--- src/logic/av_pkg.sv ---
// audio/video package
// pixel colours for the scaler output, MCLK accumulator constants
// and the I2S frame layout

`default_nettype none

package av_pkg;

  ////////////////////////////////////////////////////////////////////////////
  // video

  typedef logic [23:0] rgb_t;

  // monochrome panel, lit pixels white
  localparam rgb_t RGB_ON  = 24'hFF_FF_FF;
  localparam rgb_t RGB_OFF = 24'h00_00_00;

  ////////////////////////////////////////////////////////////////////////////
  // audio

  // fractional divider, 74.25 MHz down to a ~12.288 MHz mclk
  typedef logic [21:0] accum_t;
  localparam accum_t MCLK_STEP = 22'd245760;
  localparam accum_t MCLK_WRAP = 22'd742500;

  // mclk periods per bit clock period
  localparam int SCLK_DIV = 4;

  // 32 bit slots, 16 live bits then padding
  localparam int SLOT_BITS   = 32;
  localparam int ACTIVE_BITS = 16;

  typedef logic signed [15:0] sample_t;

  // one buzzer at a quarter of full scale
  localparam sample_t TONE_LEVEL = 16'sh2000;

endpackage

`default_nettype wire

--- src/logic/video_cleanup.sv ---
// video cleanup for the scaler
// single cycle hs/vs on sync rising edges, de from the blanks and
// RGB forced black outside de

`timescale 1ns/1ps
`default_nettype none

module video_cleanup
  import av_pkg::*;
(
  input  wire    clk_74a,
  input  wire    rst_n,
  input  wire    ce_pix,
  input  wire    hsync,
  input  wire    vsync,
  input  wire    hblank,
  input  wire    vblank,
  input  wire    pixel,
  output rgb_t   video_rgb,
  output logic   video_de,
  output logic   video_hs,
  output logic   video_vs
);

  logic hs_prev;
  logic vs_prev;
  logic de_now;

  assign de_now = !(hblank || vblank);

  always_ff @(posedge clk_74a or negedge rst_n)
  begin
    if (!rst_n)
    begin
      hs_prev   <= 1'b0;
      vs_prev   <= 1'b0;
      video_hs  <= 1'b0;
      video_vs  <= 1'b0;
      video_de  <= 1'b0;
      video_rgb <= RGB_OFF;
    end
    else if (ce_pix)
    begin
      // edge detect at pixel rate
      video_hs  <= hsync && !hs_prev;
      video_vs  <= vsync && !vs_prev;
      hs_prev   <= hsync;
      vs_prev   <= vsync;
      video_de  <= de_now;
      video_rgb <= (de_now && pixel) ? RGB_ON : RGB_OFF;
    end
    else
    begin
      // scaler wants one clk wide syncs
      video_hs <= 1'b0;
      video_vs <= 1'b0;
    end
  end

  a_hs_single: assert property (@(posedge clk_74a) disable iff (!rst_n)
    video_hs |=> !video_hs);

endmodule

`default_nettype wire

--- config.mk ---
export PLATFORM = sky130hd
export DESIGN_NAME = video_cleanup
export DESIGN_NICKNAME = d
export VERILOG_FILES = /design/src/logic/av_pkg.sv /design/src/logic/video_cleanup.sv
export SDC_FILE = /design/constraint.sdc
export NUM_CORES = 1
export LEC_CHECK = 0
export ABC_AREA = 1
export BUFFER_PORTS_ARGS = -buffer_cell sky130_fd_sc_hd__buf_2
export CORE_AREA = 2 2 39 41
export DETAILED_ROUTE_END_ITERATION = 7
export DIE_AREA = 0 0 41 43
export HOLD_SLACK_MARGIN = 0.03
export PLACE_DENSITY = 0.71
export SYNTH_ARGS = -nofsm -noshare
export SYNTH_HDL_FRONTEND = slang
export SYNTH_SLANG_ARGS = --single-unit
--- constraint.sdc ---
create_clock -name clk_74a -period 2.1 [get_ports clk_74a]
set_input_delay 0.63 -clock clk_74a [delete_from_list [all_inputs] [get_ports clk_74a]]
set_output_delay 0.63 -clock clk_74a [all_outputs]
set_load 0.1 [all_outputs]
## Word level (Yosys, flattened, before mapping)

Cells that the tools add are included.

- Flip-flop bits (word level): 29
- Latch bits: 0
- RAM bits: 0
- Memory bits (read-only): 0
- Bits of input ports: 8
- Logic and storage cells: 16
- Memories kept: 0

- Add/subtract/negate cells: 0
- $mul: 0
- Divide/modulo/power cells: 0
- Magnitude comparators: 0
- Equality and inequality tests: 0
- Shift operators: 0
- Muxes and demuxes: 3
- Bitwise gates (word level): 0
- Reduce and logical (&&, ||, !) cells: 7

Operators by type and width:

| cell | count |
|---|---|
| 24-bit 2-to-1 mux | 1 |
| 1-bit logical AND | 3 |
| 1-bit logical NOT | 3 |
| 1-bit 2-to-1 mux | 2 |
| 1-bit logical OR | 1 |

## Depth between registers and ports, before layout

- Word-level depth: 4
- Gate-level depth with buffers: 3
- Depth with buffers taken out: 3

## Worst setup path after synthesis

OpenSTA, ideal clock, no wires.

- Path kind: reg-to-output
- Start: register video_rgb[22] (netlist name)
- End: output port video_rgb[10]
- Arrival time: 1.705 ns
- Required time: 1.470 ns
- Path slack: -0.235 ns
- Cell stages (with the launch flop): 2
- Path buffers: 1
- Cell sequence: dfrtp_1 -> buf_4

RTL lines:

| element | line | source |
|---|---|---|
| end: declaration | video_cleanup.sv:19 | `output rgb_t video_rgb,` |

==> metrics.json <==
{
  "clocking": {
    "tritoncts": "built",
    "clk_pin_slew_worst_paths_ps": 50,
    "hold_buffers": 0,
    "number_of_clock_buffers_inserted_by_tritoncts": 3,
    "post_cts.resized_instances": 0,
    "ctsLongestPathBuffers": 2,
    "cts.sinks": 6,
    "setup_bufs_post_cts": 0,
    "cts.htree.levels": 1,
    "clock_insertion_delay_worst_skew_ps": 240,
    "clock-root-buffer": "clkbuf_4"
  },
  "sta": {
    "timing.fmax_ghz": 0.527,
    "totalNegativeSetupSlack_ps": 0,
    "finalClockSkew_ps": 5.84,
    "period_minus_slack_ps": 1900,
    "setup_repair_after_global_routing_missed_its_margin": "false",
    "setup_viol": 0,
    "finalHoldViolations": 0,
    "slew-limit-headroom_pct": 67.7,
    "tightestPinTransition_ps": 488,
    "slew_violations": 0,
    "finalCritPeriodShare_pct": 90.4
  },
  "routing": {
    "drtIter0Drc": 3,
    "via_per_inst": 3.71,
    "drt_wl_total_um": 583,
    "drtAntennaViolNets": 0,
    "vias": 282,
    "dr.pass1.iters": 2,
    "wire_per_inst_um": 7.67,
    "drt_drc_violations_left": 0
  },
  "setup_path": {
    "r2r_end": "video_rgb[22]",
    "worst-endpoint-required_ps": 1470,
    "startpoint_type": "flip-flop",
    "critical_path_class": "reg -> out",
    "critPathCaptureType": "primary output",
    "r2r.worst_path.cells": 2,
    "cp_slowest_stage_delay_ps": 530,
    "cpMaxStageDelayCell": "dfrtp_2",
    "critPathBufInv": 1,
    "crit_path_cell_trace": "buf_2",
    "worstReg2RegStart": "video_rgb[22]",
    "critical_path.max_fanout": 25,
    "timing.critical_path.arrival_ps": 1270,
    "setup.worst_path.start": "video_rgb[22]",
    "timing.reg2reg.setup_slack_ps": 1320,
    "cpLargestDelayFamily": "flip-flops"
  },
  "die": {
    "initial_utilization_pct": 27.8,
    "die_area_um2": 1760,
    "fp.dieW_um": 41,
    "floorplan.core_area_um2": 1380,
    "die_extent_in_y_um": 43,
    "placement_rows": 14,
    "top_level_ports": 35
  },
  "placed_design": {
    "hpwlAfterDp_um": 468,
    "placedInstanceArea_um2": 403,
    "routability_congestion_estimate_from_global_placement": 0.643,
    "placement.io_buffers": 34
  },
  "grt": {
    "grt_pass1_wl_um": 910,
    "via_count_of_the_first_global_routing_pass": 221,
    "grt_use_total_pct": 7.79,
    "overflow": 0,
    "grt_start_max_net_pins": 26,
    "initial_antenna_violation_count": 0
  },
  "logic_synthesis": {
    "netlist_instances": 45,
    "synthTopCellsByArea": "buf_4, dfrtp_1, nand2_1",
    "post-synth-top-count-cell": "buf_4",
    "ys_top_cells_by_count": "buf_4, nand2_1, dfrtp_1",
    "number_of_enable_flip_flop_cells_after_synthesis": 0,
    "ys_async_sr_fraction_pct": 100,
    "yosys_register_bits": 6,
    "synthesis.yosys.warnings": 0,
    "synthesis.area_per_instance_um2": 8.54,
    "synth_area_um2": 384,
    "syn_nets": 53,
    "seq_area_frac_synth_pct": 39.1,
    "post-synth-top-area-cell": "buf_4",
    "yosys_top_cell_area_share_pct": 45.0,
    "yosys_most_used_dff": "dfrtp_1",
    "ys_types": 6
  },
  "final_layout": {
    "final_cell_area_excluding_filler_cells_um2": 429,
    "layout.nets": 69,
    "area_growth_pct": 11.7,
    "antenna_cells": 0,
    "drive_gt1_share_pct": 63.3
  },
  "power_and_ir_drop": {
    "cellPowerDensity_nw_per_um2": 1200,
    "p_total_uw": 514,
    "leakage_nw": 0.305,
    "irDropWorstVdd_mv": 0.403
  },
  "status": {
    "outcome": "complete, no violations"
  },
  "worst_hold_path": {
    "timing.hold.worst.class": "in -> async"
  },
  "job": {
    "maxcap_violations": 0
  }
}
-- metal layers --
metal	GRT usage [%]	vias up	part of all wire (%)
met5	0	-	0
met4	6.00	0	2.4
met1	7.59	115	37
met2	11.9	24	46
li1	-	141	-
met3	3.66	2	14
-- state kept, by name, summed over array words and instances, names as in the netlist --
signal and cells:
hs_prev 1, video_de 1, video_hs 1, video_rgb 1
video_vs 1, vs_prev 1
-- cell families after synthesis --
| family | Yosys count | synth area share [%] |
|---|---|---|
| buf+inv | 24 | 45.9 |
| simple gates | 15 | 15.0 |
| flops | 6 | 39.1 |
-- report_power, final --
part           internal (mW)  leakage (nW)  switching (mW)
Sequential             0.124        0.0760         0.00805
Clock                 0.0721        0.0150          0.0434
Combinational         0.0270         0.214           0.239
Total                  0.223         0.305           0.291
-- worst max-delay path by stage --
stage / cells past startpoint / endpoint
after floorplan: 1 / video_rgb[10]
after CTS: 1 / video_rgb[18]
after detailed placement: 1 / video_rgb[18]
after global routing: 1 / video_rgb[19]
after global placement: 1 / video_rgb[10]
final: 1 / video_rgb[21]
-- per-stage QoR --
step	instances	hold slack, ps	setup slack [ps]	util [%]
after floorplan	45	334	215	-
after global placement	72	413	465	29.1
after detailed placement	72	424	438	29.1
after CTS	76	194	167	31.0
after global routing	76	187	78.1	31.0
final	76	197	202	31.0
-- cell usage in the layout (no fill, tap or decap) --
master,Yosys,routed
nand2_1,11,11
dfrtp_2,0,1
clkbuf_4,0,3
nor2_1,3,3
clkbuf_1,0,1
dfrtp_1,6,5
inv_1,1,1
buf_2,0,34
nand3_1,1,1
-- final cells by class --
type                            instances  area, µm²
Clock buffer                            4       26.3
Timing Repair Buffer                   34        170
Sequential cell                         6        151
Tap cell                               16       20.0
Fill cell                             151        955
Inverter                                1       3.75
Multi-Input combinational cell         15       57.6
(Power assumes the default switching activity.)
