==> src/logic/av_pkg.sv <==
// audio/video package
// pixel colours for the scaler output, MCLK accumulator constants
// and the I2S frame layout

`default_nettype none

package av_pkg;

  ////////////////////////////////////////////////////////////////////////////
  // video

  typedef logic [23:0] rgb_t;

  // monochrome panel, lit pixels white
  localparam rgb_t RGB_ON  = 24'hFF_FF_FF;
  localparam rgb_t RGB_OFF = 24'h00_00_00;

  ////////////////////////////////////////////////////////////////////////////
  // audio

  // fractional divider, 74.25 MHz down to a ~12.288 MHz mclk
  typedef logic [21:0] accum_t;
  localparam accum_t MCLK_STEP = 22'd245760;
  localparam accum_t MCLK_WRAP = 22'd742500;

  // mclk periods per bit clock period
  localparam int SCLK_DIV = 4;

  // 32 bit slots, 16 live bits then padding
  localparam int SLOT_BITS   = 32;
  localparam int ACTIVE_BITS = 16;

  typedef logic signed [15:0] sample_t;

  // one buzzer at a quarter of full scale
  localparam sample_t TONE_LEVEL = 16'sh2000;

endpackage

`default_nettype wire

==> src/logic/i2s_audio.sv <==
// i2s square wave output
// fractional mclk from clk_74a, bit clock at mclk/4, and a 16 bit
// sample in each 32 bit slot. both channels carry the buzzer mix

`timescale 1ns/1ps
`default_nettype none

module i2s_audio
  import av_pkg::*;
(
  input  wire   clk_74a,
  input  wire   rst_n,
  input  wire   buzzer1,
  input  wire   buzzer2,
  output logic  audio_mclk,
  output logic  audio_lrck,
  output logic  audio_dac
);

  localparam int DIV_W = $clog2(SCLK_DIV);
  localparam int CNT_W = $clog2(SLOT_BITS);

  accum_t                accum;
  logic                  mclk_toggle;
  logic                  mclk_rise;
  logic [DIV_W-1:0]      mclk_div;
  logic                  sclk_fall;
  logic [CNT_W-1:0]      bit_cnt;
  logic [SLOT_BITS-1:0]  shift_reg;
  sample_t               sample;

  ////////////////////////////////////////////////////////////////////////////
  // mclk, ~12.288 MHz

  assign mclk_toggle = (accum >= MCLK_WRAP);

  always_ff @(posedge clk_74a or negedge rst_n)
  begin
    if (!rst_n)
    begin
      accum      <= '0;
      audio_mclk <= 1'b0;
    end
    else if (mclk_toggle)
    begin
      accum      <= accum - MCLK_WRAP + MCLK_STEP;
      audio_mclk <= !audio_mclk;
    end
    else
      accum <= accum + MCLK_STEP;
  end

  ////////////////////////////////////////////////////////////////////////////
  // bit clock enable

  // mclk about to rise
  assign mclk_rise = mclk_toggle && !audio_mclk;
  // sclk falls when the divider wraps
  assign sclk_fall = mclk_rise && (mclk_div == DIV_W'(SCLK_DIV - 1));

  always_ff @(posedge clk_74a or negedge rst_n)
  begin
    if (!rst_n)
      mclk_div <= '0;
    else if (mclk_rise)
      mclk_div <= mclk_div + 1'b1;
  end

  ////////////////////////////////////////////////////////////////////////////
  // sample mix and shifter

  // unsigned-looking levels, top bits stay clear
  always_comb
  begin
    sample = (buzzer1 ? TONE_LEVEL : sample_t'(0)) + (buzzer2 ? TONE_LEVEL : sample_t'(0));
  end

  always_ff @(posedge clk_74a or negedge rst_n)
  begin
    if (!rst_n)
    begin
      bit_cnt    <= '0;
      shift_reg  <= '0;
      audio_lrck <= 1'b0;
      audio_dac  <= 1'b0;
    end
    else if (sclk_fall)
    begin
      bit_cnt   <= bit_cnt + 1'b1;
      // msb follows the lrck edge by one bit
      audio_dac <= shift_reg[SLOT_BITS-1];
      if (bit_cnt == CNT_W'(SLOT_BITS - 1))
      begin
        // next channel, same sample, zero padded
        audio_lrck <= !audio_lrck;
        shift_reg  <= {sample, {(SLOT_BITS - ACTIVE_BITS){1'b0}}};
      end
      else
        shift_reg <= {shift_reg[SLOT_BITS-2:0], 1'b0};
    end
  end

endmodule

`default_nettype wire

==> config.mk <==
export PLATFORM = sky130hd
export DESIGN_NAME = i2s_audio
export DESIGN_NICKNAME = d
export VERILOG_FILES = /design/src/logic/av_pkg.sv /design/src/logic/i2s_audio.sv
export SDC_FILE = /design/constraint.sdc
export NUM_CORES = 1
export LEC_CHECK = 0
export BUFFER_PORTS_ARGS = -buffer_cell sky130_fd_sc_hd__buf_2
export CAP_MARGIN = 20
export CORE_MARGIN = 2
export CORE_UTILIZATION = 40
export DETAILED_ROUTE_END_ITERATION = 8
export HOLD_SLACK_MARGIN = 0.15
export PLACE_DENSITY = 0.63
export SLEW_MARGIN = 20
export SYNTH_ARGS = -nofsm -noshare
export SYNTH_HDL_FRONTEND = slang
export SYNTH_SLANG_ARGS = --single-unit
==> constraint.sdc <==
create_clock -name clk_74a -period 2.6 [get_ports clk_74a]
set_clock_uncertainty 0.05 [all_clocks]
set_input_delay 0 -clock clk_74a [delete_from_list [all_inputs] [get_ports clk_74a]]
set_output_delay 0 -clock clk_74a [all_outputs]
set_load 0.1 [all_outputs]
Yosys cells after proc, flatten, opt, wreduce, memory -nomap -nowiden
Index checks and enable logic that the tools add are counted.
- register bits: 64
- bits in latches: 0
- bits in writable memories: 0
- bits in read-only memories: 0
- input port bits: 4
- output and inout port bits: 3
- logic and storage cells: 25
- memories: 0
- $add $sub $neg: 6
- multipliers: 0
- div/mod/pow operators: 0
- magnitude comparators: 1
- equal/unequal tests: 2
- shifts and indexed selects: 0
- mux-type cells: 4
- bitwise gates (word level): 0
- reductions and logical operators: 5
- operators with widths (cell ; number):
    adder 22 x 18 -> 22 bit, second input constant ; 2
    2-to-1 mux 32 bit ; 1
    2-to-1 mux 14 bit ; 2
    greater-or-equal comparator 22 x 20 -> 1 bit, second input constant ; 1
    2-to-1 mux 22 bit ; 1
    subtractor 22 x 20 -> 22 bit, second input constant ; 1
    adder 14 x 14 -> 15 bit ; 1
    adder 5 x 1 -> 5 bit, second input constant ; 1
    == test 5 bit, second input constant ; 1
    adder 2 x 1 -> 2 bit, second input constant ; 1
    == test 2 bit, second input constant ; 1
    logical AND 1 bit ; 2
    logical NOT 1 bit ; 2
    AND reduction 2 bit ; 1

Depth between registers and ports, before layout
- word-level depth: 4
- mapped depth: 8
- gate-level depth less buffers: 7

Worst setup path after synthesis
OpenSTA, ideal clock, no wires.
- path type: register -> register
- start point: register accum[11]
- end point: register audio_dac
- library setup time: 0.125 ns
- arrival time: 1.967 ns
- required time: 2.425 ns
- path slack: 0.458 ns
- stages on the path, launching flop included: 6
- buffers on the path: 0
- period minus slack after synthesis: 2.142 ns
- cell sequence: dfrtp_1 or3_4 nor4_4 nor4_4 nor4b_4 mux2_2
- cells in the longest elaborated chain, start to end: 3
- ends and longest elaborated chain (item ; line ; text):
    start, declared ; i2s_audio.sv:23 ; accum_t accum;
    start signal, assigned ; i2s_audio.sv:46 ; accum <= accum - MCLK_WRAP + MCLK_STEP;
    start signal, assigned ; i2s_audio.sv:50 ; accum <= accum + MCLK_STEP;
    greater-or-equal comparator 22 x 20 -> 1 bit ; i2s_audio.sv:35 ; assign mclk_toggle = (accum >= MCLK_WRAP);
    logical AND 1 bit ; i2s_audio.sv:57 ; assign mclk_rise = mclk_toggle && !audio_mclk;
    logical AND 1 bit ; i2s_audio.sv:59 ; assign sclk_fall = mclk_rise && (mclk_div == DIV_W'(SCLK_DIV - 1));
    end signal, assigned ; i2s_audio.sv:91 ; audio_dac <= shift_reg[SLOT_BITS-1];
    end, declared ; i2s_audio.sv:17 ; output logic audio_dac
Every way passes these cells.
A chain may end at the register's enable or synchronous reset.

Worst setup path after layout
- start point: register accum[11]
- end point: register accum[11]
- cells in the longest elaborated chain, start to end: 3
- elaborated cells on any way between the ends: 5
- classes of those cells: add/sub (3); order compare (1); mux (1)
- ends and longest elaborated chain (item ; line ; text):
    subtractor 22 x 20 -> 22 bit ; i2s_audio.sv:46 ;
    adder 22 x 18 -> 22 bit ; i2s_audio.sv:46 ;
    2-to-1 mux 22 bit * ; i2s_audio.sv:44 ; else if (mclk_toggle)
Every way passes the cells marked *; elsewhere a longest branch is shown, timed or not.

==> flow_summary.yaml <==
finish:
  final_nets: 207
  antenna_cells: 0
  seq_area_sq_um: 826
  multi_input_area_sq_mm: 0.00101
  largest_register_ffs: 20
  fin_util_pct: 48.0
  final_cells: 245
  fill_cells: 439
  drive_gt1_share_pct: 16.6
  area_growth_pct: 12.9
synthesis:
  syn-num-nets: 191
  synth_top_area_cell: "dfrtp_1"
  synth_common_cells: "dfrtp_1, xor2_1, nand2_1, ha_1, nor3_1"
  synth_top_flop_cell: "dfrtp_1"
  yosysWarningCount: 0
  yosysMostFrequentCell: "dfrtp_1"
  yosys.cell_types.count: 45
  synth_edf_count: 0
  synth_top_cell_area_share_pct: 43.7
  ys_ff_latch: 33
  syn_inst: 177
  synthTopCellsByArea: "dfrtp_1, ha_1, xor2_1, mux2_2, xnor2_1"
  synth.avg_cell_area_sq_um: 10.7
  synthArstFlopShare_pct: 100
  netlist_area_sq_mm: 0.00189
  yosysSeqAreaShare_pct: 43.7
critical_path:
  r2r_end: "accum[11]"
  path_class: "reg -> reg"
  path_cells: "nor4_1 -> a21oi_1 -> or4_1 -> and3_1 -> xor2_1"
  r2r_cells: 5
  path_max_fanout: 8
  cpMaxStageDelayCell: "or4_1"
  setup.worst_path.start_class: "flip-flop"
  reg2reg_from: "accum[11]"
  critPathRequiredTime_ns: 2.71
  cpPeakStageDelay_ns: 0.73
  critPathCaptureType: "flip-flop"
  arrival_ns: 2.38
  ff2ff_setup_slack_ns: 0.33
sta:
  hold_slack_ns: 0.265
  drv_slew: 0
  setup_violations: 0
  rsz0062_at_grt: "false"
  fmax_ghz: 0.441
  fin_ws_ns: 0.334
  slew_headroom_pct: 51.3
  post-route-period-util_pct: 87.2
  worst_slew_pin_slew_ns: 0.730
  fin_setup_tns_ns: 0
  fin_crit_ns: 2.27
  finalHoldViolations: 0
clock_network:
  path_clk_slew_ns: 0.07
  cts_tree: "yes"
  postCtsHoldBufs: 4
  cts_buffers: 5
  cts_max_level: 2
  cts_sinks: 33
  insertion_delay_ns: 0.29
  cts-root-buf: "clkbuf_8"
  cts_resized: 0
  postCtsSetupBuffers: 0
  ctsLongestPathBuffers: 2
routing:
  via_per_inst: 5.74
  dr.pass1.iters: 4
  routed_wl_um: 3600
  drt_iter0_drc: 43
  ant_nets: 0
  vias: 1407
  wire_per_inst_um: 14.7
  drc: 0
outcome:
  status: "finished, final reports clean"
run:
  cap_viol_max_count: 0
global_route:
  grt_pass1_wl_um: 6460
  grt-ovfl-total: 0
  grt_max_degree: 34
  grt_pass1_vias: 1429
  track_usage_pct: 15.9
  grt_antenna_before_repair: 0
floorplan:
  rows: 24
  dieArea_sq_mm: 0.00529
  die_w_um: 72.7
  core-area_sq_mm: 0.00444
  die_height_um: 72.7
  start_util_pct: 42.5
  pin_count: 7
power:
  power-per-cell-area_mw_per_mm2: 466
  p_leak_nw: 0.937
  ir_drop_uv: 302
placement:
  dpl_worst_slack_ns: 0.347
  place_inst: 234
  place_congestion: 0.840
  detailed_place_hpwl_um: 2590
  portBuffers: 6
worst_hold_path:
  hp-class: "in -> async"
## how the worst max path moves through the flow
stage	start	endpoint	slack, ns	cells after the start
finish	accum[11]	accum[11]	0.33	5
global placement	accum[2]	accum[15]	0.42	7
detailed placement	accum[11]	accum[11]	0.35	5
floorplan	accum[11]	audio_dac	0.46	5
CTS	accum[11]	accum[11]	0.34	5
global route	accum[2]	shift_reg[31]	0.21	7
## worst max-delay path, delay by kind of cell (launching register included)
family,cells,cell delay [ns]
and+or+nand+nor,3,1.30
AOI/OAI and AO/OA,1,0.23
xor gates and xnor gates,1,0.14
DFF,1,0.43
## power breakdown
group          switching, mW  internal [mW]
Combinational         0.0118        0.00708
Sequential                 0          0.513
Clock                  0.183          0.278
Total                  0.194          0.799
## layout make-up
cell class,count,share of cell area [%]
Multi-Input combinational cell,132,47.2
Sequential cell,33,38.7
Timing Repair Buffer,15,5.05
Clock buffer,5,3.23
Tap cell,52,3.05
Clock inverter,2,1.64
Inverter,6,1.06
## layer usage
metal / routed length (um) / share of wire [%] / up-vias / global-route usage, %
met5: 0 / 0 / - / 0
met2: 1790 / 50 / 20 / 25.5
met4: 106 / 2.9 / 0 / 9.05
met3: 96 / 2.7 / 12 / 4.56
li1: - / - / 676 / -
met1: 1600 / 45 / 699 / 19.2
## cells by family (layout without fill, tap and decap cells)
kind of cell,count (synthesis),count (layout),share of synthesized area [%]
simple gates,64,64,20.8
flops,33,33,43.7
compound gates,28,28,10.9
xor+xnor,20,20,9.28
buf+inv,12,28,2.92
fa+ha+maj,10,10,6.63
mux,10,10,5.77
## stage by stage
| step | power, mW | instance area, sq um |
|---|---|---|
| 6_report | 0.993 | 2130 |
| 4_1_cts | 1.00 | 2130 |
| 2_1_floorplan | 0.524 | 1890 |
| 5_1_grt | 1.03 | 2130 |
| 3_5_place_dp | 0.536 | 1990 |
| 3_3_place_gp | 0.536 | 1990 |
## cell usage in the layout, fill, tap and decap left out, drive strengths merged, types with 2 or more instances in the layout
| cell type | synthesis | layout |
|---|---|---|
| buf | 3 | 11 |
| o22ai | 2 | 2 |
| a211oi | 3 | 3 |
| o31ai | 2 | 2 |
| nor4 | 6 | 6 |
| inv | 6 | 6 |
| o21a | 3 | 3 |
| xnor2 | 7 | 7 |
| nor2b | 5 | 5 |
| nor2 | 8 | 8 |
| mux2 | 7 | 7 |
| nand3 | 8 | 8 |
| ha | 10 | 10 |
| a21oi | 4 | 4 |
| nand2b | 3 | 3 |
| nand2 | 11 | 11 |
| a31oi | 2 | 2 |
| o21ai | 3 | 3 |
| dlygate4sd3 | 0 | 4 |
| nand4 | 3 | 3 |
| and3 | 2 | 2 |
| dfrtp | 33 | 33 |
| mux2i | 3 | 3 |
| xor2 | 13 | 13 |
| clkbuf | 3 | 5 |
| nor3 | 11 | 11 |
| or4 | 3 | 3 |
No activity file was read; power rests on OpenSTA's default activity.
