$ cat config.mk
export PLATFORM = sky130hd
export DESIGN_NAME = rom_arbiter
export DESIGN_NICKNAME = d
export VERILOG_FILES = /design/src/logic/rom_pkg.sv /design/src/logic/rom_arbiter.sv
export SDC_FILE = /design/constraint.sdc
export NUM_CORES = 1
export LEC_CHECK = 0
export BUFFER_PORTS_ARGS = -buffer_cell sky130_fd_sc_hd__buf_2
export CORE_MARGIN = 2
export CORE_UTILIZATION = 45
export CTS_CLUSTER_DIAMETER = 50
export CTS_CLUSTER_SIZE = 16
export DETAILED_ROUTE_END_ITERATION = 16
export HOLD_SLACK_MARGIN = 0.12
export MAX_ROUTING_LAYER = met4
export PLACE_DENSITY = 0.86
export SLEW_MARGIN = 20
export SYNTH_ARGS = -nofsm -noshare
export SYNTH_HDL_FRONTEND = slang
export SYNTH_SLANG_ARGS = --single-unit
$ cat constraint.sdc
create_clock -name clk_74a -period 6.8 [get_ports clk_74a]
set_input_delay 0 -clock clk_74a [delete_from_list [all_inputs] [get_ports clk_74a]]
set_output_delay 0 -clock clk_74a [all_outputs]
set_load 0.02 [all_outputs]
$ cat src/logic/rom_pkg.sv
// rom package
// bridge address map, program ROM geometry and the word types that
// travel between the loader, the arbiter and the ROM

`default_nettype none

package rom_pkg;

  ////////////////////////////////////////////////////////////////////////////
  // bus words

  // bridge bus is 32 bit, big-endian on the data side
  typedef logic [31:0] bus_data_t;
  typedef logic [31:0] bus_addr_t;

  ////////////////////////////////////////////////////////////////////////////
  // rom geometry

  // 32 KiB of program space, 16k words
  localparam int ROM_WORDS = 16384;

  typedef logic [14:0] rom_byte_addr_t;
  typedef logic [13:0] rom_word_addr_t;
  // even byte address sits in the low byte
  typedef logic [15:0] rom_word_t;

  ////////////////////////////////////////////////////////////////////////////
  // bridge address map

  // upper nibble of a rom load write
  localparam logic [3:0] LOAD_REGION = 4'h0;

  // readback registers, same space as the load region on the read side
  localparam bus_addr_t REG_READ_DATA  = 32'h0000_0000;
  localparam bus_addr_t REG_BYTE_COUNT = 32'h0000_0004;
  localparam bus_addr_t REG_PGM_ADDR   = 32'h0000_000C;
  localparam bus_addr_t REG_PGM_DATA   = 32'h0000_0010;
  // write-only, word address to read back
  localparam bus_addr_t REG_READ_ADDR  = 32'h1000_0000;

endpackage

`default_nettype wire

$ cat src/logic/rom_arbiter.sv
// rom arbiter
// single rom port shared by loader writes, bridge readback and program
// fetch, fixed priority in that order. holds the result registers

`timescale 1ns/1ps
`default_nettype none

module rom_arbiter
  import rom_pkg::*;
(
  input  wire                  clk_74a,
  input  wire                  rst_n,
  // loader
  input  wire                  wr_req,
  input  wire rom_byte_addr_t  wr_addr,
  input  wire [7:0]            wr_byte,
  // bridge
  input  wire bus_addr_t       bridge_addr,
  input  wire                  bridge_wr,
  input  wire bus_data_t       bridge_wr_data,
  // fetch
  input  wire                  pgm_req,
  input  wire rom_word_addr_t  pgm_addr,
  // rom port
  input  wire rom_word_t       rom_q,
  output rom_word_addr_t       rom_addr,
  output logic                 rom_we,
  output logic                 rom_byte_hi,
  output logic [7:0]           rom_wdata,
  // results
  output rom_word_t            read_data,
  output rom_word_t            pgm_data,
  output logic                 pgm_valid,
  output rom_word_addr_t       last_pgm_addr
);

  logic            rb_new;
  logic            rb_pending;
  logic            rb_req;
  rom_word_addr_t  rb_addr;
  rom_word_addr_t  rb_addr_now;
  logic            grant_wr;
  logic            grant_rb;
  logic            grant_pf;
  // owner of the read in flight
  logic            own_rb;
  logic            own_pf;

  ////////////////////////////////////////////////////////////////////////////
  // requests and grants

  assign rb_new      = bridge_wr && (bridge_addr == REG_READ_ADDR);
  assign rb_req      = rb_pending || rb_new;
  // fresh address bypasses the latch so an idle port reads right away
  assign rb_addr_now = rb_new ? bridge_wr_data[13:0] : rb_addr;

  // loader never waits
  assign grant_wr = wr_req;
  assign grant_rb = rb_req && !wr_req;
  // hold off a repeat while the previous fetch is still returning
  assign grant_pf = pgm_req && !wr_req && !rb_req && !own_pf && !pgm_valid;

  always_comb
  begin
    if (grant_wr)
      rom_addr = wr_addr[14:1];
    else if (grant_rb)
      rom_addr = rb_addr_now;
    else
      rom_addr = pgm_addr;
  end

  assign rom_we      = grant_wr;
  assign rom_byte_hi = wr_addr[0];
  assign rom_wdata   = wr_byte;

  ////////////////////////////////////////////////////////////////////////////
  // pending state and read ownership

  always_ff @(posedge clk_74a or negedge rst_n)
  begin
    if (!rst_n)
    begin
      rb_pending <= 1'b0;
      own_rb     <= 1'b0;
      own_pf     <= 1'b0;
      pgm_valid  <= 1'b0;
    end
    else
    begin
      rb_pending <= rb_req && !grant_rb;
      own_rb     <= grant_rb;
      own_pf     <= grant_pf;
      // rom q lands one cycle after grant, registered here one more
      pgm_valid  <= own_pf;
    end
  end

  // steer returning word
  always_ff @(posedge clk_74a)
  begin
    if (rb_new)
      rb_addr <= bridge_wr_data[13:0];
    if (own_rb)
      read_data <= rom_q;
    if (own_pf)
      pgm_data <= rom_q;
    if (grant_pf)
      last_pgm_addr <= pgm_addr;
  end

  a_grant_onehot: assert property (@(posedge clk_74a) disable iff (!rst_n)
    $onehot0({grant_wr, grant_rb, grant_pf}));

  // valid two cycles after its own grant, never from a readback
  a_valid_after_fetch: assert property (@(posedge clk_74a) disable iff (!rst_n)
    pgm_valid |-> $past(grant_pf, 2));

endmodule

`default_nettype wire

After elaboration in Yosys (flattened, before gate mapping). Index checks and enable logic that the tools add are counted.

Bits in registers: 64. Latch bits: 0. Memory bits (writable): 0. Bits in read-only memories: 0. Input port bits: 122. Output and inout port bits: 71. Word-level logic and storage cells: 25. Memories kept: 0.

$add $sub $neg: 0. $mul: 0. Div/mod/pow operators: 0. Magnitude comparators: 0. Eq/ne operators: 1. Shift-type cells: 0. Mux-type cells: 3. Bitwise gates (word level): 0. Reductions and logical operators: 13.

Operators with widths (number): 2-to-1 mux 14 bit (3); equality test 32 x 29 -> 1 bit, second input constant (1); logical AND 1 bit (7); zero test 1 bit (5); logical OR 1 bit (1).

Logic depth before layout (Yosys ltp).
Word-level depth: 7. Mapped depth: 6. Mapped depth without buffers: 4.

Worst setup path before layout. No wires, ideal clock.

Kind: register -> register. From: register own_pf. To: register last_pgm_addr[0] (enable). Library setup time: 0.405 ns. Arrival: 1.850 ns. Slack: 4.545 ns. Stages on the path, launching flop included: 4. Cells stage by stage: dfrtp_1 > nor2_1 > nand3_1 > nor3_1.

Word-level cells in the longest chain between the ends: 3.

RTL lines: start, declared (line rom_arbiter.sv:47) `logic own_pf;`; start signal, assigned (line rom_arbiter.sv:93) `own_pf <= grant_pf;`; zero test 1 bit (line rom_arbiter.sv:61) `assign grant_pf = pgm_req && !wr_req && !rb_req && !own_pf && !pgm_valid;`; logical AND 1 bit (2 in a row) (line rom_arbiter.sv:61); net grant_pf (line rom_arbiter.sv:44) `logic grant_pf;`; end signal, assigned (line rom_arbiter.sv:109) `last_pgm_addr <= pgm_addr;`; end, declared (line rom_arbiter.sv:34) `output rom_word_addr_t last_pgm_addr`.

The timed path passes the listed nets, and every way through them passes these cells. A chain may end at the register's enable or synchronous reset.

Worst setup path in the final report.
From: input bridge_addr[5]. To: register last_pgm_addr[13] (enable).

Word-level cells in the longest chain between the ends: 7.

RTL lines: start, declared (line rom_arbiter.sv:18) `input wire bus_addr_t bridge_addr,`; equality test 32 x 29 -> 1 bit (line rom_arbiter.sv:52) `assign rb_new = bridge_wr && (bridge_addr == REG_READ_ADDR);`; logical AND 1 bit (line rom_arbiter.sv:52); logical OR 1 bit (line rom_arbiter.sv:53) `assign rb_req = rb_pending || rb_new;`; zero test 1 bit (line rom_arbiter.sv:61); logical AND 1 bit (3 in a row) (line rom_arbiter.sv:61); net grant_pf (line rom_arbiter.sv:44).

The timed path passes the listed nets, and every way through them passes these cells.

==> flow_summary_export.csv <==
group,metric,value,unit
detailed_routing,wl_per_cell,16.8,um
timing,holdWs,0.135,ns
floorplan,row_count,28,
cts,ctsResizeCount,0,
critical_path,critPathArrivalTime,2.81,ns
placed_design,dp_cells,428,
cts,clockBufferDepth,2,
grt,antenna_found_initial,0,
critical_path,start_kind,"input pin",
detailed_routing,vias,2664,
layout,fin_nets,542,
grt,grt-ovfl-total,0,
grt,grt_pass1_wl,13100,um
pwr,power,0.000904,W
hold_path,hold_path_class,"input pin to flip-flop",
yosys,synth.cell_area,0.00284,mm^2
timing,tightest_slew,1.02,ns
yosys,ys_seq_elements,64,
layout,layout_commonest_cell,"buf_2",
detailed_routing,final_antenna_net_count,0,
floorplan,die_area,0.00696,mm^2
timing,drv_slew,0,
yosys,ys_warn_count,0,
yosys,ys_types,25,
cts,cts_tree,"done",
detailed_routing,via_per_inst,5.33,
hold_path,min_from,"pgm_req",
layout,stdcell_count,500,
critical_path,worst-r2r-setup-slack,4.72,ns
cts,clock_sinks,64,
yosys,synth-seq-area-share,0.620,
grt,grt_max_degree,31,
run,drv_cap,0,
pwr,vdd_drop_max,0.122,mV
floorplan,start_util,0.471,
cts,cts-htree-levels,3,
yosys,synth_cells,222,
critical_path,reg2regPathDepth,4,
floorplan,io-pin-count,193,
run_status,status,"finished clean",
pwr,cellLeakagePower,1.88,nW
critical_path,worst-setup-path-type,"input pin to flip-flop",
timing,setup_violations,0,
timing,relSlewSlack,0.317,
floorplan,core_region_area,0.00603,mm^2
yosys,avgSynthCellArea,12.8,um^2
grt,grt_pass1_vias,2695,
cts,clock_latency,0.34,ns
layout,drive_gt1_frac,0.445,
timing,finalHoldViolations,0,
detailed_routing,drtPass1Iterations,4,
timing,fmax,368,MHz
placed_design,dp_hpwl,5320,um
critical_path,critPathMaxFanout,29,
detailed_routing,drcViolationCount,0,
hold_path,min_to,"last_pgm_addr[10]",
hold_path,min_path_cells,3,
critical_path,worstPathRequired,6.89,ns
detailed_routing,drt_iter0_markers,127,
cts,root_buffer,"clkbuf_8",
layout,area_delta_synth_final,52.6,%
grt,grt_usage,0.249,
floorplan,die_h,83.4,um
pwr,powerDensity,209,mW/mm^2
timing,setup_ws,4.08,ns
cts,cts_buffers,9,
timing,setup_tns,0,ns
floorplan,die_width,83.4,um
layout,final_cell_mix,"buf_2 (156), dlygate4sd3_1 (56), edfxtp_1 (46)",
timing,rsz0062_at_grt,"no",
timing,clock_skew,0.0108,ns
critical_path,reg2reg_to,"last_pgm_addr[13]",
placed_design,port_buffers,156,
placed_design,pre_cts_ws,3.75,ns
cts,clk_pin_slew,0.07,ns
placed_design,place_congestion,0.808,
timing,min_period,2.72,ns
critical_path,r2r_start,"own_pf",
detailed_routing,wl,8410,um
yosys,syn_nets,344,
timing,finalCritPeriodShare,0.400,
critical_path,crit_path_end_kind,"flip-flop",
layout,antenna_cells,0,
==> stage by stage <==
step	utilization	cell area, um^2
6_report	0.719	4330
5_1_grt	0.719	4330
4_1_cts	0.719	4330
3_5_place_dp	0.591	3560
3_3_place_gp	0.591	3560
2_1_floorplan	-	2840
==> synth_stat cells <==
cell type	instances	share of area
mux2i_1	14	0.049
or4_1	1	0.0026
mux2_4	7	0.037
mux2_2	7	0.028
and3_1	2	0.0044
buf_6	1	0.0040
dfxtp_1	14	0.099
nor4b_1	2	0.0062
inv_1	1	0.0013
o21a_1	2	0.0053
edfxtp_1	46	0.49
o22ai_1	14	0.031
buf_4	12	0.032
nor2_1	15	0.020
clkbuf_1	9	0.012
nand3_1	1	0.0018
buf_12	1	0.0070
nand2_1	14	0.019
a21oi_1	14	0.025
nor3_2	1	0.0035
nor3_1	16	0.028
buf_2	5	0.0088
dfrtp_1	4	0.035
and4_1	15	0.046
nor4_1	4	0.0088
==> logic make-up (layout without fill, tap and decap cells) <==
kind of cell           Yosys count  in the layout  synth area share
AO/OA/AOI/OAI                   30             30            0.0608
buffers and inverters           29            232            0.0648
flip-flops                      64             64             0.620
multiplexers                    28             28             0.114
AND/OR/NAND/NOR                 71             71             0.140
==> state kept, by name, indices dropped and copies added, names as in the netlist <==
register / cells
pgm_data: 16
own_rb: 1
rb_addr: 14
read_data: 16
own_pf: 1
last_pgm_addr: 14
pgm_valid: 1
rb_pending: 1
==> where the power goes <==
group	internal, W	switching (W)	leakage, nW
Combinational	0.0000603	0.0000634	1.20
Clock	0.000204	0.000144	0.0999
Sequential	0.000428	0.00000465	0.589
==> critical path: stages <==
cell and delay, ns:
buf_2 0.09, nor4_1 0.32, and4_1 0.88, and3_1 0.96, nor3_2 0.28, buf_4 0.28
==> timing repair <==
action	in CTS	in global routing
endpoints found under the hold margin	74	0
hold buffers	56	0
buffers inserted	0	0
setup endpoints to repair	0	0
==> worst max path at each step <==
| stage | slack (ns) | to | start |
|---|---|---|---|
| 4_1_cts | 4.12 | last_pgm_addr[2] | bridge_addr[5] |
| 3_3_place_gp | 3.82 | last_pgm_addr[3] | bridge_addr[5] |
| 6_report | 4.08 | last_pgm_addr[13] | bridge_addr[5] |
| 2_1_floorplan | 4.55 | last_pgm_addr[0] | own_pf |
| 5_1_grt | 3.91 | last_pgm_addr[13] | bridge_addr[5] |
| 3_5_place_dp | 3.75 | last_pgm_addr[2] | bridge_addr[5] |
==> metal layers <==
layer | global-route usage | wire length [um]
met4 | 0.107 | 190
met2 | 0.433 | 4260
met3 | 0.0696 | 716
met1 | 0.266 | 3240
met5 | - | 0
==> final cells by class <==
| cell class | instances | area [um^2] |
|---|---|---|
| Sequential cell | 64 | 1760 |
| Fill cell | 432 | 1690 |
| Timing Repair Buffer | 215 | 1360 |
| Multi-Input combinational cell | 129 | 900 |
| Clock buffer | 10 | 128 |
| Tap cell | 75 | 93.8 |
| Clock inverter | 6 | 83.8 |
| Inverter | 1 | 3.75 |
Note: power is estimated with default switching activity, not from simulation.
