--- src/logic/rom_pkg.sv ---
// rom package
// bridge address map, program ROM geometry and the word types that
// travel between the loader, the arbiter and the ROM

`default_nettype none

package rom_pkg;

  ////////////////////////////////////////////////////////////////////////////
  // bus words

  // bridge bus is 32 bit, big-endian on the data side
  typedef logic [31:0] bus_data_t;
  typedef logic [31:0] bus_addr_t;

  ////////////////////////////////////////////////////////////////////////////
  // rom geometry

  // 32 KiB of program space, 16k words
  localparam int ROM_WORDS = 16384;

  typedef logic [14:0] rom_byte_addr_t;
  typedef logic [13:0] rom_word_addr_t;
  // even byte address sits in the low byte
  typedef logic [15:0] rom_word_t;

  ////////////////////////////////////////////////////////////////////////////
  // bridge address map

  // upper nibble of a rom load write
  localparam logic [3:0] LOAD_REGION = 4'h0;

  // readback registers, same space as the load region on the read side
  localparam bus_addr_t REG_READ_DATA  = 32'h0000_0000;
  localparam bus_addr_t REG_BYTE_COUNT = 32'h0000_0004;
  localparam bus_addr_t REG_PGM_ADDR   = 32'h0000_000C;
  localparam bus_addr_t REG_PGM_DATA   = 32'h0000_0010;
  // write-only, word address to read back
  localparam bus_addr_t REG_READ_ADDR  = 32'h1000_0000;

endpackage

`default_nettype wire

--- src/logic/rom_loader.sv ---
// rom loader
// turns each 32 bit bridge write in the load region into four byte
// writes, MSB first, and keeps a running byte count

`timescale 1ns/1ps
`default_nettype none

module rom_loader
  import rom_pkg::*;
(
  input  wire             clk_74a,
  input  wire             rst_n,
  input  wire bus_addr_t  bridge_addr,
  input  wire             bridge_wr,
  input  wire bus_data_t  bridge_wr_data,
  output logic            wr_req,
  output rom_byte_addr_t  wr_addr,
  output logic [7:0]      wr_byte,
  output bus_data_t       byte_count
);

  logic            load_hit;
  logic            busy;
  logic [1:0]      byte_idx;
  bus_data_t       shift_word;
  rom_byte_addr_t  base_addr;

  // only the upper nibble decodes the region
  assign load_hit = bridge_wr && (bridge_addr[31:28] == LOAD_REGION);

  // byte sequencer, four cycles per word
  always_ff @(posedge clk_74a or negedge rst_n)
  begin
    if (!rst_n)
    begin
      busy     <= 1'b0;
      byte_idx <= 2'd0;
    end
    else if (busy)
    begin
      // index wraps back to zero on the last byte
      byte_idx <= byte_idx + 2'd1;
      if (byte_idx == 2'd3)
        busy <= 1'b0;
    end
    else if (load_hit)
    begin
      busy     <= 1'b1;
      byte_idx <= 2'd0;
    end
  end

  // word and base address, big-endian so top byte leaves first
  always_ff @(posedge clk_74a)
  begin
    if (busy)
      shift_word <= {shift_word[23:0], 8'h00};
    else if (load_hit)
    begin
      shift_word <= bridge_wr_data;
      base_addr  <= bridge_addr[14:0];
    end
  end

  always_ff @(posedge clk_74a or negedge rst_n)
  begin
    if (!rst_n)
      byte_count <= '0;
    else if (busy)
      byte_count <= byte_count + 32'd1;
  end

  assign wr_req  = busy;
  assign wr_addr = base_addr + {13'b0, byte_idx};
  assign wr_byte = shift_word[31:24];

  // host spacing keeps words from overlapping
  a_no_overlap: assert property (@(posedge clk_74a) disable iff (!rst_n)
    load_hit |-> !busy);

endmodule

`default_nettype wire

--- config.mk ---
export PLATFORM = sky130hd
export DESIGN_NAME = rom_loader
export DESIGN_NICKNAME = d
export VERILOG_FILES = /design/src/logic/rom_pkg.sv /design/src/logic/rom_loader.sv
export SDC_FILE = /design/constraint.sdc
export NUM_CORES = 1
export LEC_CHECK = 0
export BUFFER_PORTS_ARGS = -buffer_cell sky130_fd_sc_hd__buf_4
export CAP_MARGIN = 20
export CORE_UTILIZATION = 49
export CTS_CLUSTER_DIAMETER = 50
export DETAILED_ROUTE_END_ITERATION = 7
export PLACE_DENSITY = 0.78
export SYNTH_ARGS = -nofsm -noshare
export SYNTH_HDL_FRONTEND = slang
export SYNTH_SLANG_ARGS = --single-unit
--- constraint.sdc ---
create_clock -name clk_74a -period 2.4 [get_ports clk_74a]
set_input_delay 0.48 -clock clk_74a [delete_from_list [all_inputs] [get_ports clk_74a]]
set_output_delay 0.48 -clock clk_74a [all_outputs]
set_load 0.05 [all_outputs]
; ---- Word-level counts from Yosys, hierarchy flattened
; Index checks and enable logic that the tools add are counted.
[totals]
register_bits = 82
inputBits = 67
out_inout_bits = 56
elab_cells = 22
[op_classes]
add_sub_neg = 3
eq_ne = 1
mux = 7
bitwise_logic = 1
n_reduce_logical = 4
[op_table]
columns = operator, n
row1 = $mux 32, 2
row2 = $add 32x1->32 const B, 1
row3 = $add 15x2->15, 1
row4 = $logic_not 4->1, 1
row5 = $mux 2, 2
row6 = $mux 1, 3
row7 = $add 2x1->2 const B, 1
row8 = $eq 2x2->1 const B, 1
row9 = $reduce_and 2->1, 1
row10 = $reduce_bool 2->1, 1
row11 = $logic_and 1x1->1, 1
row12 = $not 1->1, 1

; ---- Depth between registers and ports, before layout
; Gate-level depths: netlist of run 1.
[depth]
depth_word = 4
depth_mapped = 6
mapped_depth_nobuf = 6

; ---- Worst setup path before layout of run 1
; OpenSTA, ideal clock, no wires.
[synth_path]
kind = reg2out
startpoint = register byte_idx[0]
endpoint = output port wr_addr[14]
arrival_time_ns = 2.268
required_ns = 1.920
path_slack_ns = -0.348
stages_incl_launch_ff = 7
path_buffers = 0
cell_sequence = dfrtp_1 > ha_1 > inv_1 > fa_1 > nor3_1 > nand4_1 > xnor2_1
[synth_via]
elab_chain_len = 1
[synth_lines]
columns = item, line_no
row1 = from (decl), rom_loader.sv:24  ; logic [1:0] byte_idx;
row2 = from (signal assigned), rom_loader.sv:42  ; byte_idx <= byte_idx + 2'd1;
row3 = $add 15x2->15, rom_loader.sv:74  ; assign wr_addr = base_addr + {13'b0, byte_idx};
row4 = to (decl), rom_loader.sv:17  ; output rom_byte_addr_t wr_addr,
; Every way passes these cells.

; ---- Worst setup path after layout of run 1
[layout_path]
startpoint = register byte_idx[0]
endpoint = output port wr_addr[8]
; The elaborated chain is that of the path after synthesis.

==> results of run 1 <==
==> kinds of logic (layout without fill, tap and decap cells) <==
logic type	Yosys count	count (layout)	synth area share [%]
compound gates	34	34	4.66
xor+xnor	44	44	10.4
fa+ha+maj	5	5	1.89
buf+inv	28	139	3.68
flops	82	82	59.5
mux	3	3	0.843
simple gates	144	144	19.0
==> final timing paths <==
| path | slack [ns] | to | start | cells past startpoint |
|---|---|---|---|---|
| worst max-delay path | -0.13 | wr_addr[8] | byte_idx[0] | 8 |
| worst min-delay path | 0.09 | byte_count[25] | rst_n | 1 |
| worst max register to register | 0.61 | byte_count[25] | byte_count[5] | 4 |
| worst min register to register | 0.46 | shift_word[0] | shift_word[0] | 2 |
| max in group asynchronous | 1.97 | wr_req | rst_n | 1 |
| min in group clk_74a | 0.31 | base_addr[10] | bridge_addr[10] | 1 |
==> synth_stat cells <==
cell type	number	area [um^2]
a21oi_1	9	45.0
and2_0	1	6.26
and2_1	3	18.8
and3_1	2	12.5
and3_2	4	30.0
and4_1	3	26.3
and4_2	1	10.0
buf_2	1	5.00
buf_4	8	60.1
clkbuf_1	13	48.8
dfrtp_1	35	876
dfxtp_1	8	160
edfxtp_1	39	1170
fa_1	1	20.0
ha_1	4	50.1
inv_1	6	22.5
mux2_2	1	11.3
mux2i_1	2	20.0
nand2_1	81	304
nand2b_1	2	12.5
nand3_1	13	65.1
nand4_1	12	75.1
nand4_2	1	12.5
nor2_1	8	30.0
nor3_1	5	25.0
nor3_2	3	30.0
nor4_1	2	12.5
nor4_4	1	21.3
o21ai_0	24	120
o31ai_1	1	7.51
or2_2	1	6.26
or4_1	1	7.51
xnor2_1	30	263
xor2_1	14	123
==> stage by stage <==
stage / instances / instance area, um^2 / setup TNS [ns]
after floorplan: 340 / 3780 / -0.0711
after global placement: 534 / 4670 / 0
after detailed placement: 534 / 4670 / 0
after CTS: 550 / 4960 / -0.764
after global routing: 550 / 4970 / -1.73
final: 550 / 4970 / -0.638
==> layer usage <==
| layer | vias to the layer above | global-route usage, % | wire (um) |
|---|---|---|---|
| li1 | 1365 | - | - |
| met1 | 1269 | 23.1 | 2950 |
| met2 | 83 | 31.6 | 3610 |
| met3 | 9 | 4.62 | 422 |
| met4 | 0 | 7.94 | 91 |
| met5 | - | 0 | 0 |
==> layout make-up <==
class,instances,share of cell area [%]
tap,99,2.49
clock inverter,2,0.731
timing repair buffer,117,18.1
clock buffer,14,4.16
sequential,82,44.5
multi-input combinational,230,29.6
inverter,6,0.454
==> report_power, final <==
part           switching, mW  leakage [nW]  internal, mW
logic                  0.851          1.12         0.405
registers              0.131         0.906          1.75
clock network          0.468         0.123         0.673
total                   1.45          2.15          2.82
==> sequential cells by signal, summed over array words and instances, names as in the netlist <==
register / flops
base_addr: 15
wr_req: 1
byte_idx: 2
byte_count: 32
shift_word: 32
==> timing repair <==
| action | in CTS | in global routing |
|---|---|---|
| pin swaps | 6 | 5 |
| hold buffers | 0 | 0 |
| buffers inserted | 0 | 0 |
| resized for setup | 12 | 2 |
| setup endpoints to repair | 9 | 11 |
| gates cloned | 0 | 0 |
==> worst max-delay path: cells and delay by family (launching register included) <==
| family | cells | cell delay [ns] |
|---|---|---|
| xor gates and xnor gates | 1 | 0.19 |
| adders and majority gates | 2 | 0.57 |
| buffers and inverters | 3 | 0.37 |
| DFF | 1 | 0.37 |
| and+or+nand+nor | 2 | 0.22 |
==> impl_metrics.py, run 1 <==
metrics = {
    "outcome": {
        "status": "complete, but fails checks",
        "violations": "setup timing",
    },
    "global_routing": {
        "grt_max_degree": 64,
        "grt-ovfl-total": 0,
        "grt_first_pass_wirelength_um": 11100,
        "antenna_found_initial": 0,
        "grt_usage_pct": 18.7,
        "grt_pass1_vias": 2505,
    },
    "finish": {
        "nFillCells": 582,
        "diodes": 0,
        "final_cell_mix": "buf_4, nand2_1, edfxtp_1, dfrtp_1, o21ai_0",
        "finish.utilization_pct": 68.1,
        "drive_above_1_share_pct": 35.0,
        "mostFrequentLayoutCell": "buf_4",
        "regArea_mm2": 0.00221,
        "multiInputGateArea_mm2": 0.00147,
        "area_growth_pct": 33.9,
        "nets": 518,
    },
    "route": {
        "drc": 0,
        "dr.pass1.iters": 6,
        "ant_nets": 0,
        "wl_um": 7070,
        "routedWlPerCell_um": 12.9,
        "vias": 2726,
        "drt_iter0_markers": 130,
        "viasPerCell": 4.96,
    },
    "clock_network": {
        "htreeDepth": 3,
        "cts_buffers": 9,
        "cts_tree": "built",
        "cts.sinks": 82,
        "clkTransAtPathRegs_ns": 0.08,
        "cts_root_buf": "clkbuf_8",
        "clock_latency_ns": 0.34,
        "cts.path.max_buffers": 2,
    },
    "sta": {
        "worst_slack_ns": -0.135,
        "timing.max_slew.rel_slack_pct": 64.4,
        "setup_violations": 6,
        "fin_crit_sh_pct": 106,
        "tightest_slew_ns": 0.534,
        "grt_setup_unrepaired": "yes",
        "hold_viol_final": 0,
        "fin_crit_ns": 2.53,
        "finalClockSkew_ns": 0.00811,
        "max_freq_ghz": 0.394,
        "drv_slew": 0,
        "whs_ns": 0.0852,
    },
    "critical_path": {
        "critical_path_arrival_ns": 2.05,
        "crit_top_cell": "buf_6",
        "cp_max_fo": 3,
        "crit_chain": "ha_2, inv_2, fa_2, buf_6, nor2_4, nand4_1, xnor2_2, buf_6",
        "cp.required_ns": 1.92,
        "startpoint_type": "flop",
        "endpoint_kind": "output pin",
        "cp_slowest_stage_delay_ns": 0.38,
        "critPathKind": "flop to output pin",
        "crit_path_top_delay_cell": "fa_2",
    },
    "logic_synthesis": {
        "netlist_area_mm2": 0.00371,
        "ys_seq_area_share_pct": 59.5,
        "syn_inst": 340,
        "avgSynthCellArea_um2": 10.9,
        "netlist-cell-type-count": 34,
        "ys_ff_latch": 82,
        "synth_nets": 412,
        "yosys_warnings": 0,
    },
    "flow_run": {
        "cap_violations": 0,
    },
    "die": {
        "dieArea_mm2": 0.00792,
        "core_mm2": 0.00729,
        "num_rows": 31,
        "pin_count": 123,
        "die_h_um": 89.0,
        "initial_core_util_pct": 50.9,
        "die_w_um": 89.0,
    },
    "power": {
        "total_power_mw": 4.27,
        "p_leak_nw": 2.15,
        "ir_worst_vdd_mv": 0.569,
        "power_density_mw_per_mm2": 861,
    },
    "place": {
        "place_hpwl_um": 5060,
        "dp_worst_setup_slack_ns": 0.0232,
        "gp_congestion": 0.770,
        "portBuffers": 109,
    },
    "worst_hold_path": {
        "hold_path.class": "input pin to asynchronous set/reset pin",
    },
}
Note: power is estimated with default switching activity, not from simulation.
==> run 2, diff against run 1 <==
--- a/config.mk
+++ b/config.mk
@@ -5,12 +5,13 @@
 export SDC_FILE = /design/constraint.sdc
 export NUM_CORES = 1
 export LEC_CHECK = 0
+export ABC_AREA = 1
 export BUFFER_PORTS_ARGS = -buffer_cell sky130_fd_sc_hd__buf_4
 export CAP_MARGIN = 20
 export CORE_UTILIZATION = 49
 export CTS_CLUSTER_DIAMETER = 50
 export DETAILED_ROUTE_END_ITERATION = 7
-export PLACE_DENSITY = 0.78
+export PLACE_DENSITY = 0.77
 export SYNTH_ARGS = -nofsm -noshare
 export SYNTH_HDL_FRONTEND = slang
 export SYNTH_SLANG_ARGS = --single-unit
==> run 2 against run 1 <==
The run still ends with setup timing left; worst hold slack got worse by 0.025 ns; utilization is 0.59 points lower; critical path depth is 1 higher; final cell count rose by 22%; clock power shrank 9%; clock-buffer cell count shrank 5; fmax fell by 3.8%; sequential share of layout area shrank 3.0 points; power decreased by 3.5%.
==> impl_metrics.py, run 2 <==
metrics = {
    "finish": {
        "diodes": 0,
        "multiInputGateArea_mm2": 0.00164,
        "regArea_mm2": 0.00221,
        "final_cell_mix": "nand2_1, buf_4, inv_1, edfxtp_1, dfrtp_1",
        "mostFrequentLayoutCell": "nand2_1",
        "post_layout_nonfiller_instances": 670,
        "drive_above_1_share_pct": 29.6,
        "reg_top3": "byte_count x32, shift_word x32, base_addr x15",
        "nFillCells": 640,
        "area_growth_pct": 30.2,
        "nets": 635,
    },
    "logic_synthesis": {
        "synth_nets": 524,
        "netlist_area_mm2": 0.00409,
        "netlist-cell-type-count": 31,
        "avgSynthCellArea_um2": 9.05,
        "synth_edf_count": 39,
        "synth-async-reset-ratio_pct": 42.7,
        "synth.largest_area_cell": "edfxtp_1",
        "ys_ff_latch": 82,
        "yosys.area.top_type_share_pct": 28.6,
        "synth.most_common_cell": "nand2_1",
        "ys_seq_area_share_pct": 53.9,
        "syn_inst": 452,
        "synth_ff_type": "edfxtp_1",
        "yosys_warnings": 0,
        "synthTopCellsByArea": "edfxtp_1, dfrtp_1, nand2_1",
        "ys_top_cells_by_count": "nand2_1, inv_1, edfxtp_1",
    },
    "critical_path": {
        "endpoint_kind": "output pin",
        "crit_chain": "ha_2, inv_2, fa_2, inv_2, nand3_4, nor3_4, nand3_2, xnor2_4, buf_6",
        "timing.rr.start": "byte_count[0]",
        "r2r_slack_ns": 0.77,
        "cp.required_ns": 1.92,
        "critPathKind": "flop to output pin",
        "rr_worst_depth": 8,
        "cp_slowest_stage_delay_ns": 0.37,
        "crit_top_cell": "inv_2",
        "reg2reg_to": "byte_count[28]",
        "critical_path_arrival_ns": 2.16,
        "cp_max_fo": 3,
        "startpoint_type": "flop",
        "crit_path_top_delay_cell": "fa_2",
    },
    "clock_network": {
        "cts_buffers": 9,
        "cts.sinks": 82,
        "htreeDepth": 3,
        "clkTransAtPathRegs_ns": 0.09,
        "cts_root_buf": "clkbuf_8",
        "cts_tree": "built",
        "clock_latency_ns": 0.35,
        "cts.path.max_buffers": 2,
    },
    "sta": {
        "tightest_slew_ns": 0.455,
        "worst_slack_ns": -0.236,
        "grt_setup_unrepaired": "yes",
        "max_freq_ghz": 0.379,
        "drv_slew": 0,
        "fin_crit_sh_pct": 110,
        "finalClockSkew_ns": 0.00996,
        "timing.max_slew.rel_slack_pct": 69.7,
        "fin_crit_ns": 2.64,
        "setup_violations": 10,
        "hold_viol_final": 0,
    },
    "route": {
        "vias": 3312,
        "drt_iter0_markers": 136,
        "ant_nets": 0,
        "drc": 0,
        "routedWlPerCell_um": 13.2,
        "wl_um": 8860,
        "dr.pass1.iters": 5,
        "viasPerCell": 4.94,
    },
    "place": {
        "portBuffers": 109,
        "place_hpwl_um": 6600,
        "gp_congestion": 0.851,
        "dp.cells": 654,
    },
    "worst_hold_path": {
        "hold_path.class": "input pin to asynchronous set/reset pin",
    },
    "power": {
        "total_power_mw": 4.13,
        "p_leak_nw": 2.56,
        "ir_worst_vdd_mv": 0.691,
        "power_density_mw_per_mm2": 775,
    },
    "global_routing": {
        "grt_first_pass_wirelength_um": 15000,
        "antenna_found_initial": 0,
        "grt-ovfl-total": 0,
        "grt_max_degree": 48,
        "grt_pass1_vias": 3234,
        "grt_usage_pct": 22.2,
    },
    "flow_run": {
        "cap_violations": 0,
    },
    "die": {
        "pin_count": 123,
        "die_w_um": 93.4,
        "die_h_um": 93.4,
        "num_rows": 32,
        "dieArea_mm2": 0.00872,
        "core_mm2": 0.00789,
        "initial_core_util_pct": 51.9,
    },
    "outcome": {
        "status": "complete, but fails checks",
        "violations": "setup timing",
    },
}
[run 2: cell types whose count changed after synthesis, sizes merged, moves of 4 or more]
cell    before  now
and4         4    0
a21oi        9    2
nor2         8   37
buf          9   13
clkbuf      13    3
xnor2       30    8
inv          6   63
xor2        14   22
nand3       13   27
nand2       81  142
nand3b       0    4
and2         4    0
and3         6    0
[run 2: worst max-delay path by stage]
stage / from / endpoint / slack [ns] / cells after the start
6_report: byte_idx[0] / wr_addr[10] / -0.24 / 9
5_1_grt: byte_idx[0] / wr_addr[10] / -0.37 / 9
4_1_cts: byte_idx[0] / wr_addr[10] / -0.30 / 9
3_5_place_dp: byte_idx[0] / wr_addr[10] / -0.07 / 9
3_3_place_gp: byte_idx[0] / wr_addr[10] / 0.03 / 9
2_1_floorplan: byte_idx[0] / wr_addr[10] / -0.09 / 8
[run 2: stage by stage]
step / util [%] / hold slack, ns / setup slack, ns / TNS (ns) / cell area, um^2
6_report: 67.5 / 0.0607 / -0.236 / -1.32 / 5330
5_1_grt: 67.5 / 0.0869 / -0.371 / -2.92 / 5330
4_1_cts: 67.5 / 0.0733 / -0.301 / -1.65 / 5330
3_5_place_dp: 64.1 / 0.462 / -0.0677 / -0.0677 / 5060
3_3_place_gp: 64.1 / 0.458 / 0.0291 / 0 / 5060
2_1_floorplan: - / 0.184 / -0.0881 / -0.0926 / 4160
[run 2: critical path: cells and delay by family, from the launching register on]
family / cells / cell delay, ns
xor+xnor: 1 / 0.16
simple gates: 3 / 0.43
flops: 1 / 0.36
buf+inv: 3 / 0.29
fa+ha+maj: 2 / 0.56
[run 2: area by class of cell]
cell class | count | share of cell area, %
Clock inverter | 7 | 1.57
Timing Repair Buffer | 116 | 16.9
Sequential cell | 82 | 41.4
Tap cell | 102 | 2.40
Clock buffer | 9 | 2.33
Inverter | 63 | 4.53
Multi-Input combinational cell | 291 | 30.8
[run 2: logic make-up (layout without fill, tap and decap cells)]
kind of cell,Yosys count,in the layout,synth area share [%]
XOR/XNOR,30,30,6.61
buffers and inverters,79,195,8.44
adder cells (fa/ha/maj),5,5,1.71
AO/OA/AOI/OAI,25,25,3.09
flip-flops,82,82,53.9
AND/OR/NAND/NOR,231,231,26.2
[run 2: repair_timing]
action,CTS,global route
pin swaps,6,3
setup endpoints to repair,10,12
hold buffers,0,0
cloned,0,0
gates resized for setup,17,0
setup buffers,0,0
[run 2: layer usage]
| metal | part of all wire (%) | routed length, um | GRT usage (%) | up-vias |
|---|---|---|---|---|
| met5 | 0 | 0 | 0 | - |
| met1 | 44 | 3910 | 29.1 | 1554 |
| met2 | 49 | 4310 | 37.0 | 98 |
| met3 | 5.2 | 465 | 3.01 | 12 |
| li1 | - | - | - | 1648 |
| met4 | 2.0 | 179 | 9.23 | 0 |
[run 2: power by group]
part           internal, mW  switching, mW  leakage [nW]
clock                 0.501          0.542         0.103
combinational         0.380          0.835          1.55
sequential             1.73          0.143         0.907
total                  2.61           1.52          2.56
